**src/cache_cfg_pkg.sv**
```systemverilog
/*
 * L2 cache geometry. Line, set and way sizes and the vector
 * types that carry these widths through the pipeline
 */

`default_nettype none

package cache_cfg_pkg;

	////////////////////////////////////////////////////////////////////////////
	// Geometry
	////////////////////////////////////////////////////////////////////////////

	localparam int LINE_BYTES = 16;                 // Bytes per line
	localparam int LINE_BITS  = LINE_BYTES * 8;     // 128-bit line
	localparam int NUM_SETS   = 16;
	localparam int NUM_WAYS   = 4;
	localparam int SET_BITS   = 4;                  // log2(NUM_SETS)
	localparam int WAY_BITS   = 2;                  // log2(NUM_WAYS)
	localparam int ADDR_BITS  = 26;                 // Line address, no byte offset
	localparam int TAG_BITS   = ADDR_BITS - SET_BITS;

	////////////////////////////////////////////////////////////////////////////
	// Derived vector types
	////////////////////////////////////////////////////////////////////////////

	typedef logic [LINE_BITS-1:0]  line_t;
	typedef logic [LINE_BYTES-1:0] byte_mask_t;     // One enable per byte
	typedef logic [SET_BITS-1:0]   set_idx_t;
	typedef logic [WAY_BITS-1:0]   way_t;
	typedef logic [TAG_BITS-1:0]   cache_tag_t;
	typedef logic [ADDR_BITS-1:0]  line_addr_t;     // {tag, set}

	// Requester identity, echoed back in every response
	typedef logic [1:0] unit_id_t;
	typedef logic [1:0] strand_id_t;                // Thread within a unit

endpackage

`default_nettype wire

```
**src/cache_msg_pkg.sv**
```systemverilog
/*
 * L2 cache messages. Request and response formats and the
 * stage-to-stage and array-write records of the pipeline
 */

`default_nettype none

package cache_msg_pkg;

	import cache_cfg_pkg::*;

	////////////////////////////////////////////////////////////////////////////
	// Requester interface
	////////////////////////////////////////////////////////////////////////////

	typedef enum logic [2:0]
	{
		OP_LOAD  = 3'd0,
		OP_STORE = 3'd1,
		OP_FILL  = 3'd2                                 // Install a line from outside
	} pci_op_e;

	typedef struct packed
	{
		unit_id_t   unit;
		strand_id_t strand;
		pci_op_e    op;
		line_addr_t addr;
		line_t      data;                               // Store or fill data
		byte_mask_t mask;                               // Store byte enables
	} pci_req_t;

	typedef struct packed
	{
		logic       status;                             // Hit flag
		unit_id_t   unit;
		strand_id_t strand;
		pci_op_e    op;
		way_t       way;
		line_t      data;
	} cpi_rsp_t;

	////////////////////////////////////////////////////////////////////////////
	// Internal pipeline records
	////////////////////////////////////////////////////////////////////////////

	// Tag lookup result handed to the merge stage
	typedef struct packed
	{
		pci_req_t req;
		logic     hit;
		way_t     hit_way;
		way_t     victim_way;                           // Round-robin choice
	} lookup_t;

	typedef struct packed
	{
		logic     en;
		set_idx_t set_idx;
		way_t     way;
		line_t    line;
	} line_write_t;

	typedef struct packed
	{
		logic       en;
		set_idx_t   set_idx;
		way_t       way;
		cache_tag_t tag;
	} tag_write_t;

endpackage

`default_nettype wire

```
**src/l2_line_merge.sv**
```systemverilog
/*
 * L2 line merge. Selects the hit line, merges store bytes, issues
 * the line and tag writes and registers the response
 */

`default_nettype none

module l2_line_merge
(
	input  logic                                      clk,
	input  logic                                      rst_i,
	input  logic                                      lookup_valid_i,
	input  cache_msg_pkg::lookup_t                    lookup_i,
	input  cache_cfg_pkg::line_t [cache_cfg_pkg::NUM_WAYS-1:0] set_lines_i,
	output cache_msg_pkg::line_write_t                line_wr_o,
	output cache_msg_pkg::tag_write_t                 tag_wr_o,
	output logic                                      cpi_valid_o,
	output cache_msg_pkg::cpi_rsp_t                   cpi_o
);

	import cache_cfg_pkg::*;
	import cache_msg_pkg::*;

	pci_req_t req;
	line_t    hit_line;
	line_t    merged_line;
	cpi_rsp_t rsp;

	assign req      = lookup_i.req;
	assign hit_line = set_lines_i[lookup_i.hit_way];

	// Masked bytes from the store, the rest from the cached line
	always_comb
	begin
		for (int b = 0; b < LINE_BYTES; b++)
			merged_line[b*8 +: 8] = req.mask[b] ? req.data[b*8 +: 8] : hit_line[b*8 +: 8];
	end

	////////////////////////////////////////////////////////////////////////////
	// Op decode
	////////////////////////////////////////////////////////////////////////////

	always_comb
	begin
		line_wr_o.en      = 1'b0;
		line_wr_o.set_idx = req.addr[SET_BITS-1:0];
		line_wr_o.way     = lookup_i.hit_way;
		line_wr_o.line    = merged_line;

		tag_wr_o.en       = 1'b0;
		tag_wr_o.set_idx  = req.addr[SET_BITS-1:0];
		tag_wr_o.way      = lookup_i.victim_way;
		tag_wr_o.tag      = req.addr[ADDR_BITS-1:SET_BITS];

		rsp.status        = 1'b0;                       // Miss unless decided otherwise
		rsp.unit          = req.unit;
		rsp.strand        = req.strand;
		rsp.op            = req.op;
		rsp.way           = '0;
		rsp.data          = '0;

		case (req.op)
			OP_LOAD:
			begin
				if (lookup_i.hit)
				begin
					rsp.status = 1'b1;
					rsp.way    = lookup_i.hit_way;
					rsp.data   = hit_line;
				end
			end

			OP_STORE:
			begin
				if (lookup_i.hit)
				begin
					line_wr_o.en = lookup_valid_i;
					rsp.status   = 1'b1;
					rsp.way      = lookup_i.hit_way;
					rsp.data     = merged_line;
				end
			end

			OP_FILL:
			begin
				line_wr_o.en   = lookup_valid_i;
				line_wr_o.line = req.data;
				if (!lookup_i.hit)
				begin
					line_wr_o.way = lookup_i.victim_way;
					tag_wr_o.en   = lookup_valid_i;     // New tag into the victim
				end
				rsp.status = lookup_i.hit;
				rsp.way    = line_wr_o.way;
				rsp.data   = req.data;
			end

			default:
			begin
				rsp.status = 1'b0;                      // Unknown op answers as a miss
			end
		endcase
	end

	////////////////////////////////////////////////////////////////////////////
	// Response register
	////////////////////////////////////////////////////////////////////////////

	always_ff @(posedge clk)
	begin
		if (rst_i)
			cpi_valid_o <= 1'b0;
		else
			cpi_valid_o <= lookup_valid_i;
	end

	always_ff @(posedge clk)
	begin
		cpi_o <= rsp;
	end

endmodule

`default_nettype wire

```
**config.mk**
```make
export PLATFORM = sky130hd
export DESIGN_NAME = l2_line_merge
export DESIGN_NICKNAME = d
export VERILOG_FILES = /design/src/cache_cfg_pkg.sv /design/src/cache_msg_pkg.sv /design/src/l2_line_merge.sv
export SDC_FILE = /design/constraint.sdc
export NUM_CORES = 1
export LEC_CHECK = 0
export BUFFER_PORTS_ARGS = -buffer_cell sky130_fd_sc_hd__buf_2
export CAP_MARGIN = 20
export CORE_AREA = 5 5 382 384
export CTS_BUF_LIST = sky130_fd_sc_hd__clkbuf_8
export CTS_CLUSTER_SIZE = 24
export DETAILED_ROUTE_END_ITERATION = 10
export DIE_AREA = 0 0 387 389
export GPL_ROUTABILITY_DRIVEN = 1
export PLACE_DENSITY = 0.34
export REMOVE_ABC_BUFFERS = 1
export SKIP_LAST_GASP = 1
export SLEW_MARGIN = 10
export SYNTH_ARGS = -nofsm -noshare
export SYNTH_HDL_FRONTEND = slang
export SYNTH_SLANG_ARGS = --single-unit
```
**constraint.sdc**
```tcl
create_clock -name clk -period 2.7 [get_ports clk]
set_input_delay 0.54 -clock clk [delete_from_list [all_inputs] [get_ports clk]]
set_output_delay 0.54 -clock clk [all_outputs]
set_load 0.1 [all_outputs]
```
### Word-level counts from Yosys, hierarchy flattened

Index checks and enable logic that the tools add are counted.

| operators by class | value |
|---|---|
| $lt $le $gt $ge | 1 |
| equal/unequal tests | 2 |
| muxes and demuxes | 29 |
| reduce and logical (&&, ||, !) cells | 2 |

Operators with widths:

| cell | number |
|---|---|
| $mux W130 | 3 |
| $pmux W130 S3 | 1 |
| $bmux W128 S2 | 1 |
| $mux W128 | 1 |
| $mux W8 | 16 |
| $mux W1 | 4 |
| $pmux W1 S2 | 2 |
| $eq A3 B1 Y1 const B | 1 |
| $eq A3 B2 Y1 const B | 1 |
| $logic_not A3 Y1 | 1 |
| $lt A2 B3 Y1 const B | 1 |
| $mux W2 | 1 |
| $reduce_or A2 Y1 | 1 |

| word-level totals | value |
|---|---|
| register bits after elaboration | 139 |
| input bits | 697 |
| output and inout port bits | 303 |
| word-level logic and storage cells | 41 |

### Depth between registers and ports, before layout

| logic depth | value |
|---|---|
| depth after elaboration | 5 |
| gate-level depth with buffers | 5 |
| mapped depth without buffers | 3 |

### Least setup slack after synthesis

No wires, ideal clock.

| timing path | value |
|---|---|
| path kind | in2out |
| start point | in lookup_i[175] in the netlist's numbering |
| end point | out tag_wr_o[28] in the netlist's numbering |
| data arrival time | 3.002 ns |
| required time | 2.160 ns |
| setup slack | -0.842 ns |
| stages on the path | 3 |
| buffers on the path | 1 |
| cell sequence | buf_2 > nand2b_1 > nor3_1 |

RTL lines:

| item | line | RTL |
|---|---|---|
| start, declared | l2_line_merge.sv:13 | `input cache_msg_pkg::lookup_t lookup_i,` |
| end, declared | l2_line_merge.sv:16 | `output cache_msg_pkg::tag_write_t tag_wr_o,` |

==> metrics.txt <==
f_max=374 MHz; Tightest Pin Transition=0.792 ns; Area Growth Syn to Fin=104%; worst-path cell chain=buf_16 -> buf_16 -> buf_8 -> mux4_2 -> mux2_4 -> buf_12; CTS tree=yes; Sw Share=49.5%; post-synth cell types=23; sequential cell area fraction in the yosys report=29.5%; RSZ-0062 raised after global routing=true; DR WL/cell=28.9 um; Crit path max-delay family=multiplexers; Most common cell on crit path=buf_16; WHS Path Cells=2; CTS H-tree lvls=4; max-slew violations=0; initial antenna violation count=116; nets=2372; Req. time, crit path=2.16 ns; Worst Setup Start Kind=input pin; vias post-DR=11.6k; Max FO, Critical Path=8; Final Instance Count excl. Fillers=3612; Max stage delay on crit path=0.63 ns; Overflow after GRT=0; io pins=1000; DRC=0; Final GP Congestion=0.879; synthesis-stage register bit count=139; die width=387 um; Final setup viols=0; DRT Pass-1 Iters=5; Final Power=9.95 mW; final wirelength=104000 um; Cells after Synth=679; Max clock buf depth=2; largest net degree at the start of global routing=43; fill count=16.3k; fraction of final layout cells sized beyond drive strength 1=82.0%; CTS clock-pin slew for the worst setup and hold paths=0.12 ns; switching power=4.92 mW; Pleak=8.43 nW; Reg power frac=22.2%; Slowest cell on crit path=mux4_2; hold slack=0.168 ns; Tmin final=2.67 ns; root buffer cell=clkbuf_8; setup TNS=0 ns; Max transition margin=47.6%; Max Cap Violations=0; number of placement rows=139; placed wire-length estimate=93800 um; dpl cells=3544; Std-Cell Core Area=142000 um2; total track usage=13.3%; Hold WC Path Type=input pin to flop; Critical path buffers and inverters=4; Crit path arrival time=2.13 ns; vias in the first global route=12.0k; first-pass GRT wire length=130000 um; Port Buffer Count=943; Syn Area/Cell=13.9 um2; Final Hold Fails=0; Die ar.=151000 um2; Starting Density=6.63%; Die Span Y=389 um; clock share of power=21.6%; Synthesis Warnings=0; Synth Cell Area=9440 um2; Internal Power=5.02 mW; WS Path Type=input pin to output pin; Core Util, Final=13.5%; P per Cell Area=517 nW/um2; Period Utilization, post-route=98.9%; Comb pwr share=56.2%; peak supply drop=0.000276 V; outcome=completed; Worst setup EP type=output pin; clock sink count=139; initial detailed-routing violation count=484; Final ANT Viol Nets=0; drt via density=3.21; CP Depth=6; Num CTS Buffers=17
==> state kept, by name, indices dropped and copies added, names as in the netlist <==
signal       flops
cpi_valid_o      1
cpi_o          138
==> synth_stat cells <==
cell	number	area, um2
a21boi_0	1	7.51
or3b_1	1	8.76
buf_2	8	40.0
mux2_2	130	1460
nor3b_1	2	15.0
a22oi_1	2	15.0
clkbuf_1	14	52.6
a22o_1	128	1120
o21ai_2	16	140
dfxtp_1	139	2780
nor2b_1	2	12.5
nand2b_1	18	113
a21oi_1	1	5.00
nor2_1	2	7.51
mux4_2	128	2880
nor3_1	2	10.0
buf_6	14	158
or3b_2	1	8.76
a21oi_2	6	52.6
nand3b_1	1	7.51
buf_4	37	278
nor2_2	16	100
a21oi_4	10	163
==> placed cells by master (no fill, tap or decap), drive strengths merged <==
cell type,count
a22o,128
o21ai,16
nor3b,2
clkinvlp,4
nand2b,18
inv,3
or3b,2
a21oi,17
dfxtp,139
nor2b,2
clkinv,2
mux2,130
nor2,18
clkbuf,19
dlygate4sd3,5
bufinv,4
mux4,128
diode,22
buf,1044
nor3,2
a22oi,2
a21boi,1
nand3b,1
==> cell type report <==
type / instances / area [um2] / area share, %
diodes: 22 / 55.1 / 0.286
flip-flops and latches: 139 / 2780 / 14.5
well taps: 1903 / 2380 / 12.4
multi-input cells: 467 / 6260 / 32.5
repair buffers: 1050 / 7350 / 38.2
clock inverters: 13 / 176 / 0.916
clock buffers: 18 / 248 / 1.29
==> path summary, 6_finish.rpt <==
kind	start	endpoint	slack, ns
min	lookup_i[59]	cpi_o[38]	0.17
max	lookup_i[2]	line_wr_o[100]	0.03
==> power groups by stage <==
| stage | logic (mW) | registers [mW] | clock network, mW |
|---|---|---|---|
| floorplan | 2.40 | 3.14 | 0 |
| global placement | 5.48 | 2.26 | 0 |
| detailed placement | 5.48 | 2.26 | 0 |
| CTS | 5.61 | 2.21 | 2.33 |
| global route | 5.76 | 2.22 | 2.37 |
| finish | 5.59 | 2.21 | 2.15 |
==> per-stage QoR <==
step	setup WS [ns]	area (um2)
after detailed placement	-0.252	18300
after global routing	-0.0308	19200
after global placement	-0.449	18300
final	0.0285	19300
after floorplan	-1.02	8920
after CTS	-0.0222	19100
==> per-layer routing <==
metal / vias up / GRT usage (%) / routed length, um
met5: - / 0 / 165
met4: 26 / 2.69 / 1950
met3: 169 / 6.11 / 11300
met2: 821 / 20.4 / 45800
met1: 5714 / 17.1 / 45200
li1: 4850 / - / -
==> repair_timing <==
action | in CTS | in global routing
endpoints found under the setup margin | 105 | 56
endpoints found under the hold margin | 5 | 0
pin swaps | 0 | 1
cloned | 2 | 0
hold buffers | 5 | 0
buffers inserted | 6 | 3
resized for setup | 73 | 24
==> cell families after synthesis <==
group / synth area share (%)
muxes: 46.0
DFF: 29.5
and+or+nand+nor: 2.99
buffers and inverters: 5.59
AOI/OAI and AO/OA: 15.9
No activity file was read; power rests on OpenSTA's default activity.
