[config.mk]
export PLATFORM = sky130hd
export DESIGN_NAME = l2_tag_lookup
export DESIGN_NICKNAME = d
export VERILOG_FILES = /design/src/cache_cfg_pkg.sv /design/src/cache_msg_pkg.sv /design/src/l2_tag_lookup.sv
export SDC_FILE = /design/constraint.sdc
export NUM_CORES = 2
export LEC_CHECK = 0
export ABC_AREA = 0
export BUFFER_PORTS_ARGS = -buffer_cell sky130_fd_sc_hd__buf_4
export CAP_MARGIN = 20
export CORE_ASPECT_RATIO = 0.9
export CORE_MARGIN = 8
export CORE_UTILIZATION = 35
export DETAILED_ROUTE_END_ITERATION = 10
export PLACE_DENSITY = 0.47
export SETUP_SLACK_MARGIN = 0.4
export SYNTH_ARGS = -nofsm -noshare
export SYNTH_HDL_FRONTEND = slang
export SYNTH_SLANG_ARGS = --single-unit
[constraint.sdc]
create_clock -name clk -period 5.15 [get_ports clk]
set_input_delay 0 -clock clk [delete_from_list [all_inputs] [get_ports clk]]
set_output_delay 0 -clock clk [all_outputs]
set_load 0.01 [all_outputs]
[src/cache_cfg_pkg.sv]
/*
 * L2 cache geometry. Line, set and way sizes and the vector
 * types that carry these widths through the pipeline
 */

`default_nettype none

package cache_cfg_pkg;

	////////////////////////////////////////////////////////////////////////////
	// Geometry
	////////////////////////////////////////////////////////////////////////////

	localparam int LINE_BYTES = 16;                 // Bytes per line
	localparam int LINE_BITS  = LINE_BYTES * 8;     // 128-bit line
	localparam int NUM_SETS   = 16;
	localparam int NUM_WAYS   = 4;
	localparam int SET_BITS   = 4;                  // log2(NUM_SETS)
	localparam int WAY_BITS   = 2;                  // log2(NUM_WAYS)
	localparam int ADDR_BITS  = 26;                 // Line address, no byte offset
	localparam int TAG_BITS   = ADDR_BITS - SET_BITS;

	////////////////////////////////////////////////////////////////////////////
	// Derived vector types
	////////////////////////////////////////////////////////////////////////////

	typedef logic [LINE_BITS-1:0]  line_t;
	typedef logic [LINE_BYTES-1:0] byte_mask_t;     // One enable per byte
	typedef logic [SET_BITS-1:0]   set_idx_t;
	typedef logic [WAY_BITS-1:0]   way_t;
	typedef logic [TAG_BITS-1:0]   cache_tag_t;
	typedef logic [ADDR_BITS-1:0]  line_addr_t;     // {tag, set}

	// Requester identity, echoed back in every response
	typedef logic [1:0] unit_id_t;
	typedef logic [1:0] strand_id_t;                // Thread within a unit

endpackage

`default_nettype wire

[src/cache_msg_pkg.sv]
/*
 * L2 cache messages. Request and response formats and the
 * stage-to-stage and array-write records of the pipeline
 */

`default_nettype none

package cache_msg_pkg;

	import cache_cfg_pkg::*;

	////////////////////////////////////////////////////////////////////////////
	// Requester interface
	////////////////////////////////////////////////////////////////////////////

	typedef enum logic [2:0]
	{
		OP_LOAD  = 3'd0,
		OP_STORE = 3'd1,
		OP_FILL  = 3'd2                                 // Install a line from outside
	} pci_op_e;

	typedef struct packed
	{
		unit_id_t   unit;
		strand_id_t strand;
		pci_op_e    op;
		line_addr_t addr;
		line_t      data;                               // Store or fill data
		byte_mask_t mask;                               // Store byte enables
	} pci_req_t;

	typedef struct packed
	{
		logic       status;                             // Hit flag
		unit_id_t   unit;
		strand_id_t strand;
		pci_op_e    op;
		way_t       way;
		line_t      data;
	} cpi_rsp_t;

	////////////////////////////////////////////////////////////////////////////
	// Internal pipeline records
	////////////////////////////////////////////////////////////////////////////

	// Tag lookup result handed to the merge stage
	typedef struct packed
	{
		pci_req_t req;
		logic     hit;
		way_t     hit_way;
		way_t     victim_way;                           // Round-robin choice
	} lookup_t;

	typedef struct packed
	{
		logic     en;
		set_idx_t set_idx;
		way_t     way;
		line_t    line;
	} line_write_t;

	typedef struct packed
	{
		logic       en;
		set_idx_t   set_idx;
		way_t       way;
		cache_tag_t tag;
	} tag_write_t;

endpackage

`default_nettype wire

[src/l2_tag_lookup.sv]
/*
 * L2 tag lookup. Compares the request tag against all ways of
 * its set, picks the round-robin victim and forwards the request
 */

`default_nettype none

module l2_tag_lookup
(
	input  logic                      clk,
	input  logic                      rst_i,
	input  logic                      pci_valid_i,
	input  cache_msg_pkg::pci_req_t   pci_i,
	input  cache_msg_pkg::tag_write_t tag_wr_i,
	output logic                      lookup_valid_o,
	output cache_msg_pkg::lookup_t    lookup_o
);

	import cache_cfg_pkg::*;
	import cache_msg_pkg::*;

	cache_tag_t          tag_mem [NUM_SETS][NUM_WAYS];
	logic [NUM_WAYS-1:0] valid_mem [NUM_SETS];
	way_t                rr_ptr [NUM_SETS];             // Next victim per set

	set_idx_t            req_set;
	cache_tag_t          req_tag;
	logic                wr_same_set;
	cache_tag_t          rd_tag [NUM_WAYS];
	logic [NUM_WAYS-1:0] rd_valid;
	way_t                rd_ptr;
	logic                hit;
	way_t                hit_way;

	assign req_set     = pci_i.addr[SET_BITS-1:0];
	assign req_tag     = pci_i.addr[ADDR_BITS-1:SET_BITS];
	assign wr_same_set = tag_wr_i.en && (tag_wr_i.set_idx == req_set);

	////////////////////////////////////////////////////////////////////////////
	// Set read with bypass of the write retiring this cycle
	////////////////////////////////////////////////////////////////////////////

	always_comb
	begin
		for (int w = 0; w < NUM_WAYS; w++)
		begin
			rd_tag[w]   = tag_mem[req_set][w];
			rd_valid[w] = valid_mem[req_set][w];
			if (wr_same_set && tag_wr_i.way == way_t'(w))
			begin
				rd_tag[w]   = tag_wr_i.tag;             // Line being installed
				rd_valid[w] = 1'b1;
			end
		end

		// Every tag write lands on the victim, so the pointer moves past it
		rd_ptr = wr_same_set ? tag_wr_i.way + 1'b1 : rr_ptr[req_set];
	end

	// At most one way can hold a given tag
	always_comb
	begin
		hit     = 1'b0;
		hit_way = '0;
		for (int w = 0; w < NUM_WAYS; w++)
		begin
			if (rd_valid[w] && rd_tag[w] == req_tag)
			begin
				hit     = 1'b1;
				hit_way = way_t'(w);
			end
		end
	end

	////////////////////////////////////////////////////////////////////////////
	// Storage update and stage register
	////////////////////////////////////////////////////////////////////////////

	always_ff @(posedge clk)
	begin
		if (rst_i)
		begin
			lookup_valid_o <= 1'b0;
			for (int s = 0; s < NUM_SETS; s++)
			begin
				valid_mem[s] <= '0;                     // All lines invalid
				rr_ptr[s]    <= '0;
			end
		end
		else
		begin
			lookup_valid_o <= pci_valid_i;
			if (tag_wr_i.en)
			begin
				valid_mem[tag_wr_i.set_idx][tag_wr_i.way] <= 1'b1;
				rr_ptr[tag_wr_i.set_idx] <= tag_wr_i.way + 1'b1;  // Wraps mod 4
			end
		end
	end

	always_ff @(posedge clk)
	begin
		if (tag_wr_i.en)
			tag_mem[tag_wr_i.set_idx][tag_wr_i.way] <= tag_wr_i.tag;

		lookup_o.req        <= pci_i;
		lookup_o.hit        <= hit;
		lookup_o.hit_way    <= hit_way;
		lookup_o.victim_way <= rd_ptr;
	end

endmodule

`default_nettype wire

; Yosys cells after proc, flatten, opt, wreduce, memory -nomap -nowiden
; Memory sizes are Yosys's and may differ from the RTL's.
; Cells that the tools add are included.
; Widths: inputs -> output; s select.
[word_totals]
reg_bits = 183
ramBits = 1504
n_memories = 3
input_bits = 209
[memory_table]
columns = name, words, width, read_ports, rd_clocked_by_memory_dff, write_ports, line
row1 = tag_mem, 16, 88, 1, 0, 1, l2_tag_lookup.sv:22  ; cache_tag_t tag_mem [NUM_SETS][NUM_WAYS];
row2 = valid_mem, 16, 4, 1, 0, 16, l2_tag_lookup.sv:23  ; logic [NUM_WAYS-1:0] valid_mem [NUM_SETS];
row3 = rr_ptr, 16, 2, 1, 0, 16, l2_tag_lookup.sv:24  ; way_t rr_ptr [NUM_SETS];
[op_classes]
addsub = 1
reduce_logical = 16
n_bitwise = 1
n_mux = 29
eq_ne = 8
magnitude_cmp = 4
[op_table]
columns = op, count
row1 = $mux 22, 5
row2 = $eq 22x22->1, 4
row3 = $mux 88, 1
row4 = $demux 22 s2, 1
row5 = $mux 4, 5
row6 = $mux 1, 14
row7 = $logic_and 1x1->1, 11
row8 = $eq 2x2->1 const B, 2
row9 = $eq 4x4->1, 1
row10 = $mux 2, 2
row11 = $reduce_or 2->1, 2
row12 = $reduce_or 4->1, 1
row13 = $ge 3x3->1 const B, 1
row14 = $lt 2x3->1 const B, 1
row15 = $lt 3x1->1 const B, 1
row16 = $not 2->3, 1
row17 = $reduce_or 3->1, 1
row18 = $add 2x1->2 const B, 1
row19 = $demux 1 s2, 1
row20 = $eq 2x1->1 const B, 1
row21 = $ge 2x1->1 const B, 1
row22 = $logic_not 2->1, 1

; Depth between registers and ports, before layout
[depth]
ltp_word = 8
ltp_mapped = 16
ltp_nobuf = 10

; Least setup slack after synthesis
; No wires, ideal clock.
[synth_path]
path_type = input to register
from = input port pci_i[144] (netlist bit)
to = register lookup_o[1] (netlist bit)
required_ns = 5.029
slack_ns = 2.439
setup_ns = 0.121
arrival_time_ns = 2.590
cell_stages = 11
cell_sequence = buf_6 -> buf_12 -> buf_6 -> buf_6 -> buf_4 -> buf_4 -> buf_4 -> buf_4 -> mux4_2 -> mux4_2 -> mux2_2
[synth_between]
elab_chain_cells = 3
elab_cells_between_ends = 4
[synth_lines]
columns = item, line
row1 = "start, declared", l2_tag_lookup.sv:13  ; input cache_msg_pkg::pci_req_t pci_i,
row2 = "parallel branches: the longest is 2 deep, another holds $mem_v2 16x2", -
row3 = $mux 2 *, l2_tag_lookup.sv:57  ; rd_ptr = wr_same_set ? tag_wr_i.way + 1'b1 : rr_ptr[req_set];
row4 = named net rd_ptr[1], l2_tag_lookup.sv:31  ; way_t rd_ptr;
row5 = "end, declared", l2_tag_lookup.sv:16  ; output cache_msg_pkg::lookup_t lookup_o
; Mark *: on every way through the listed nets, which the timed path passes.
; A chain may end at the register's enable or synchronous reset.

; Worst setup path in the final report
[layout_path]
from = input port pci_i[147] (netlist bit)
to = register lookup_o[2] (netlist bit)
[layout_between]
elab_chain_cells = 8
elab_cells_between_ends = 21
[layout_lines]
columns = item
row1 = "parallel branches: the longest is 8 deep, another holds $mem_v2 16x88"
; Several ways; the timed one is not identified.

==> results.txt <==
----------------------------------------------------
[STA]
  RSZ-0062 raised after global routing ... false
  Setup skew after layout ... 0.01868 ns
  Part of the cycle the worst path needs ... 71.79%
  Final hold violation count ... 0
  Count of final setup violators ... 0
  Tightest slew margin relative to the limit ... 26.59%
  Clock period minus worst slack ... 3.697 ns
  Pins Over Slew Limit ... 0
  Summed negative setup slack over all endpoints ... 0 ns
  Worst hold slack ... 0.04598 ns
  Fmax ... 270.5 MHz
  Minimum setup slack in the final design ... 1.453 ns
  Tightest Pin Transition ... 1.101 ns

[Critical path]
  Critical Path Sink ... lookup_o[2]
  Startpoint type of the worst setup path ... input port
  Setup Crit Path Kind ... in -> reg
  Startpoint of the worst setup timing path ... pci_i[147]
  Cell depth of the worst setup path ... 12
  Cell count of the worst reg-to-reg path ... 9
  Reg-to-reg critical path endpoint ... lookup_o[4]
  Crit path max-delay family ... compound AO/OA/AOI/OAI gates
  Number of buffer and inverter stages on the critical path ... 3
  Worst-path cell chain ... dlygate4sd3_1 -> buf_6 -> nor2b_2 -> buf_4 -> a22oi_1 -> o21ai_0 -> xnor2_1 -> nor4_1 -> mux2i_1 -> o31ai_1 -> o2111ai_1 -> o21ai_1
  Data required time at the worst endpoint ... 5.88 ns
  Delay of the slowest cell on the worst path ... 0.84 ns
  Endpoint class of the critical path ... register
  R2R Setup Slk ... 1.98 ns
  CP max-delay cell ... sky130_fd_sc_hd__nor2b_2
  Worst reg2reg startpoint ... tag_mem[15][10]
  Crit path max fanout ... 39
  Worst EP arrival ... 4.43 ns

[Synth]
  Sequential share of the synthesized area ... 75.85%
  Mapped cell area ... 0.06353 mm^2
  Number of warnings reported in the yosys synthesis log ... 0
  Largest cells by area after synthesis ... sky130_fd_sc_hd__edfxtp_1 68%, sky130_fd_sc_hd__mux4_2 12%, sky130_fd_sc_hd__dfxtp_1 7.8%
  Cell variety after synth ... 73
  Mapped Avg Cell Area ... 19.63 um^2
  Proportion of netlist area held by the largest area contributor ... 68.06%
  Count of flip-flops with a built-in enable after synthesis ... 1440
  Commonest register cell after synthesis ... sky130_fd_sc_hd__edfxtp_1
  Post-synth top area cell ... sky130_fd_sc_hd__edfxtp_1
  Share of synthesized flip-flops with an asynchronous set or reset ... 0%
  Synthesized flop and latch total ... 1687
  Post-synthesis instance total ... 3237
  Syn_nets ... 3450

[Route]
  Aggregate routed wire length ... 207500 um
  Detailed-route via count ... 35720
  Count of unresolved DRC violations after routing ... 0
  Antenna viol nets, final ... 0
  Final routed wire length divided by cell count ... 30.86 um
  Initial DRC count ... 3684
  Mean number of vias per cell ... 5.312
  Router iterations before antenna repair ... 5

[Clock tree]
  Max clock buf depth ... 3
  Clock Pin Slew Worst Setup and Hold Paths ... 0.06 ns
  Total clock sinks ... 1687
  CTS tree ... done
  Clock latency reported for the late side of the worst-skew pair ... 0.82 ns
  H-tree depth reported by CTS ... 4
  Number of CTS-inserted buffers ... 181
  Clock root buffer ... sky130_fd_sc_hd__clkbuf_16

[Die]
  Floorplan die area ... 0.1954 mm^2
  Number of cell rows ... 148
  Core ar. ... 0.1805 mm^2
  Die outline height ... 420.2 um
  # IOs ... 392
  Initial Utilization ... 35.19%
  Die boundary width ... 465.1 um

[Global route]
  GR Overflow Total ... 0
  First-pass GRT wire length ... 287700 um
  Initial antenna violation count ... 18
  Vias in the first global route ... 36460
  Pin count of the biggest net entering global routing ... 68
  Overall track demand over capacity in global routing ... 20.74%

[Power and ir drop]
  Power density over cell area ... 375.4 mW/mm^2
  Switching part of the total ... 22.73%
  Combinational group share of total power ... 7.1%
  Share of total power in the clock network ... 42.6%
  Int Pwr ... 23.12 mW
  Total power draw ... 29.92 mW
  Sequential fraction of design power ... 50.2%
  Static Leakage ... 26.96 nW
  Switching power summed over all nets ... 6.801 mW
  Highest ir drop seen on vdd ... 366.0 uV

[Layout]
  Total number of nets in the final design ... 4374
  Filler cells ... 15630
  Share of post-route cells with drive strength above 1 ... 28.82%
  Top library cells by usage in the layout, fill and taps aside ... 1440 x sky130_fd_sc_hd__edfxtp_1, 512 x sky130_fd_sc_hd__buf_4, 380 x sky130_fd_sc_hd__dlygate4sd3_1, 342 x sky130_fd_sc_hd__mux4_2, 247 x sky130_fd_sc_hd__dfxtp_1
  Area growth syn-to-layout ... 25.46%
  Most common cell after layout, fill and taps aside ... sky130_fd_sc_hd__edfxtp_1

[Hold path]
  Class of the worst hold path ... in -> reg
  Hold Crit Start ... tag_wr_i[8]

[Place]
  Worst slack at placement ... 1.256 ns
  Placer's final routability congestion estimate ... 0.8502
  Port-buffer cells ... 391
  Placed wire-length estimate ... 121200 um

[Flow run]
  # Max-Cap Violations ... 0

[Run status]
  Outcome ... complete, no violations

----------------------------------------------------
[logic make-up after synthesis]
logic type	after synthesis	share of synthesized area, %
flops	1687	75.85
mux	502	14.67
simple gates	477	3.248
compound gates	284	3.261
buf+inv	206	1.832
xor+xnor	77	1.062
fa+ha+maj	4	0.07878
[stage by stage]
step | cells | util (%) | area (um^2)
global placement | 5989 | 38.72 | 69910
detailed placement | 5996 | 38.80 | 70060
global route | 6719 | 44.14 | 79690
CTS | 6715 | 44.11 | 79640
floorplan | 3237 | - | 63530
finish | 6725 | 44.15 | 79710
[layout make-up]
| cell class | count | area [um^2] | area share [%] |
|---|---|---|---|
| well taps | 2400 | 3003 | 3.767 |
| diodes | 8 | 20.02 | 0.02512 |
| multi-input cells | 1344 | 14450 | 18.13 |
| clock buffers | 240 | 4897 | 6.144 |
| inverters | 29 | 108.9 | 0.1366 |
| repair buffers | 918 | 8162 | 10.24 |
| flip-flops and latches | 1687 | 48190 | 60.45 |
| clock inverters | 99 | 879.6 | 1.104 |
[sequential cells by signal (all words and copies together), names as in the netlist]
| name | flops |
|---|---|
| tag_mem | 1408 |
| lookup_o | 182 |
| valid_mem | 64 |
| rr_ptr | 32 |
| lookup_valid_o | 1 |
[worst register-to-register path, delay by kind of cell, from the launching register on]
kind,cells,cell delay (ns)
AOI/OAI and AO/OA,4,1.01
DFF,1,0.38
muxes,3,1.16
and+or+nand+nor,2,0.55
[worst min path at each step]
| stage | slack, ns | cells past startpoint | end |
|---|---|---|---|
| 3_5_place_dp | 0.11 | 1 | lookup_o[39] |
| 5_1_grt | 0.04 | 2 | lookup_o[169] |
| 4_1_cts | 0.002 | 2 | tag_mem[2][62] |
| 2_1_floorplan | 0.03 | 0 | lookup_o[100] |
| 3_3_place_gp | 0.10 | 1 | lookup_o[36] |
| 6_report | 0.05 | 2 | tag_mem[1][52] |
[cell usage after synthesis, types with 8 or more instances]
cell type	instances
sky130_fd_sc_hd__nor2b_1	15
sky130_fd_sc_hd__inv_1	25
sky130_fd_sc_hd__nand2b_1	14
sky130_fd_sc_hd__xnor2_1	51
sky130_fd_sc_hd__a211oi_1	11
sky130_fd_sc_hd__nor2_1	255
sky130_fd_sc_hd__edfxtp_1	1440
sky130_fd_sc_hd__dfxtp_1	247
sky130_fd_sc_hd__nand3_1	20
sky130_fd_sc_hd__buf_4	39
sky130_fd_sc_hd__o22ai_1	27
sky130_fd_sc_hd__and3_1	8
sky130_fd_sc_hd__mux4_2	342
sky130_fd_sc_hd__a22o_1	18
sky130_fd_sc_hd__xor2_1	26
sky130_fd_sc_hd__buf_2	49
sky130_fd_sc_hd__nor3_1	8
sky130_fd_sc_hd__a21oi_1	26
sky130_fd_sc_hd__a31oi_1	9
sky130_fd_sc_hd__buf_6	17
sky130_fd_sc_hd__buf_1	11
sky130_fd_sc_hd__nand4_1	11
sky130_fd_sc_hd__nand2_1	106
sky130_fd_sc_hd__mux2_2	13
sky130_fd_sc_hd__a22oi_1	48
sky130_fd_sc_hd__a221oi_1	14
sky130_fd_sc_hd__clkbuf_1	57
sky130_fd_sc_hd__and2_1	9
sky130_fd_sc_hd__mux2i_1	146
sky130_fd_sc_hd__nor4_1	12
sky130_fd_sc_hd__o21ai_0	42
sky130_fd_sc_hd__o21bai_1	16
[per-layer routing]
layer / vias up / part of all wire [%] / global-route usage (%)
met2: 1285 / 48 / 33.63
met5: - / 0.0053 / 0
met4: 2 / 2.6 / 5.918
li1: 14920 / - / -
met3: 319 / 6.1 / 3.466
met1: 19200 / 44 / 29.03
[timing repair]
action,in CTS,in global routing
hold endpoints to repair,1204,0
buffers inserted,0,0
hold buffers,380,0
resized for setup,0,0
[power by group through the flow]
stage / Combinational, mW / Sequential (mW) / Clock, mW
after CTS: 2.14 / 15.0 / 13.1
after global routing: 2.25 / 15.0 / 13.6
after detailed placement: 1.91 / 15.3 / 0
final: 2.13 / 15.0 / 12.8
after global placement: 1.90 / 15.3 / 0
after floorplan: 0.878 / 15.3 / 0
Note: power is estimated with default switching activity, not from simulation.
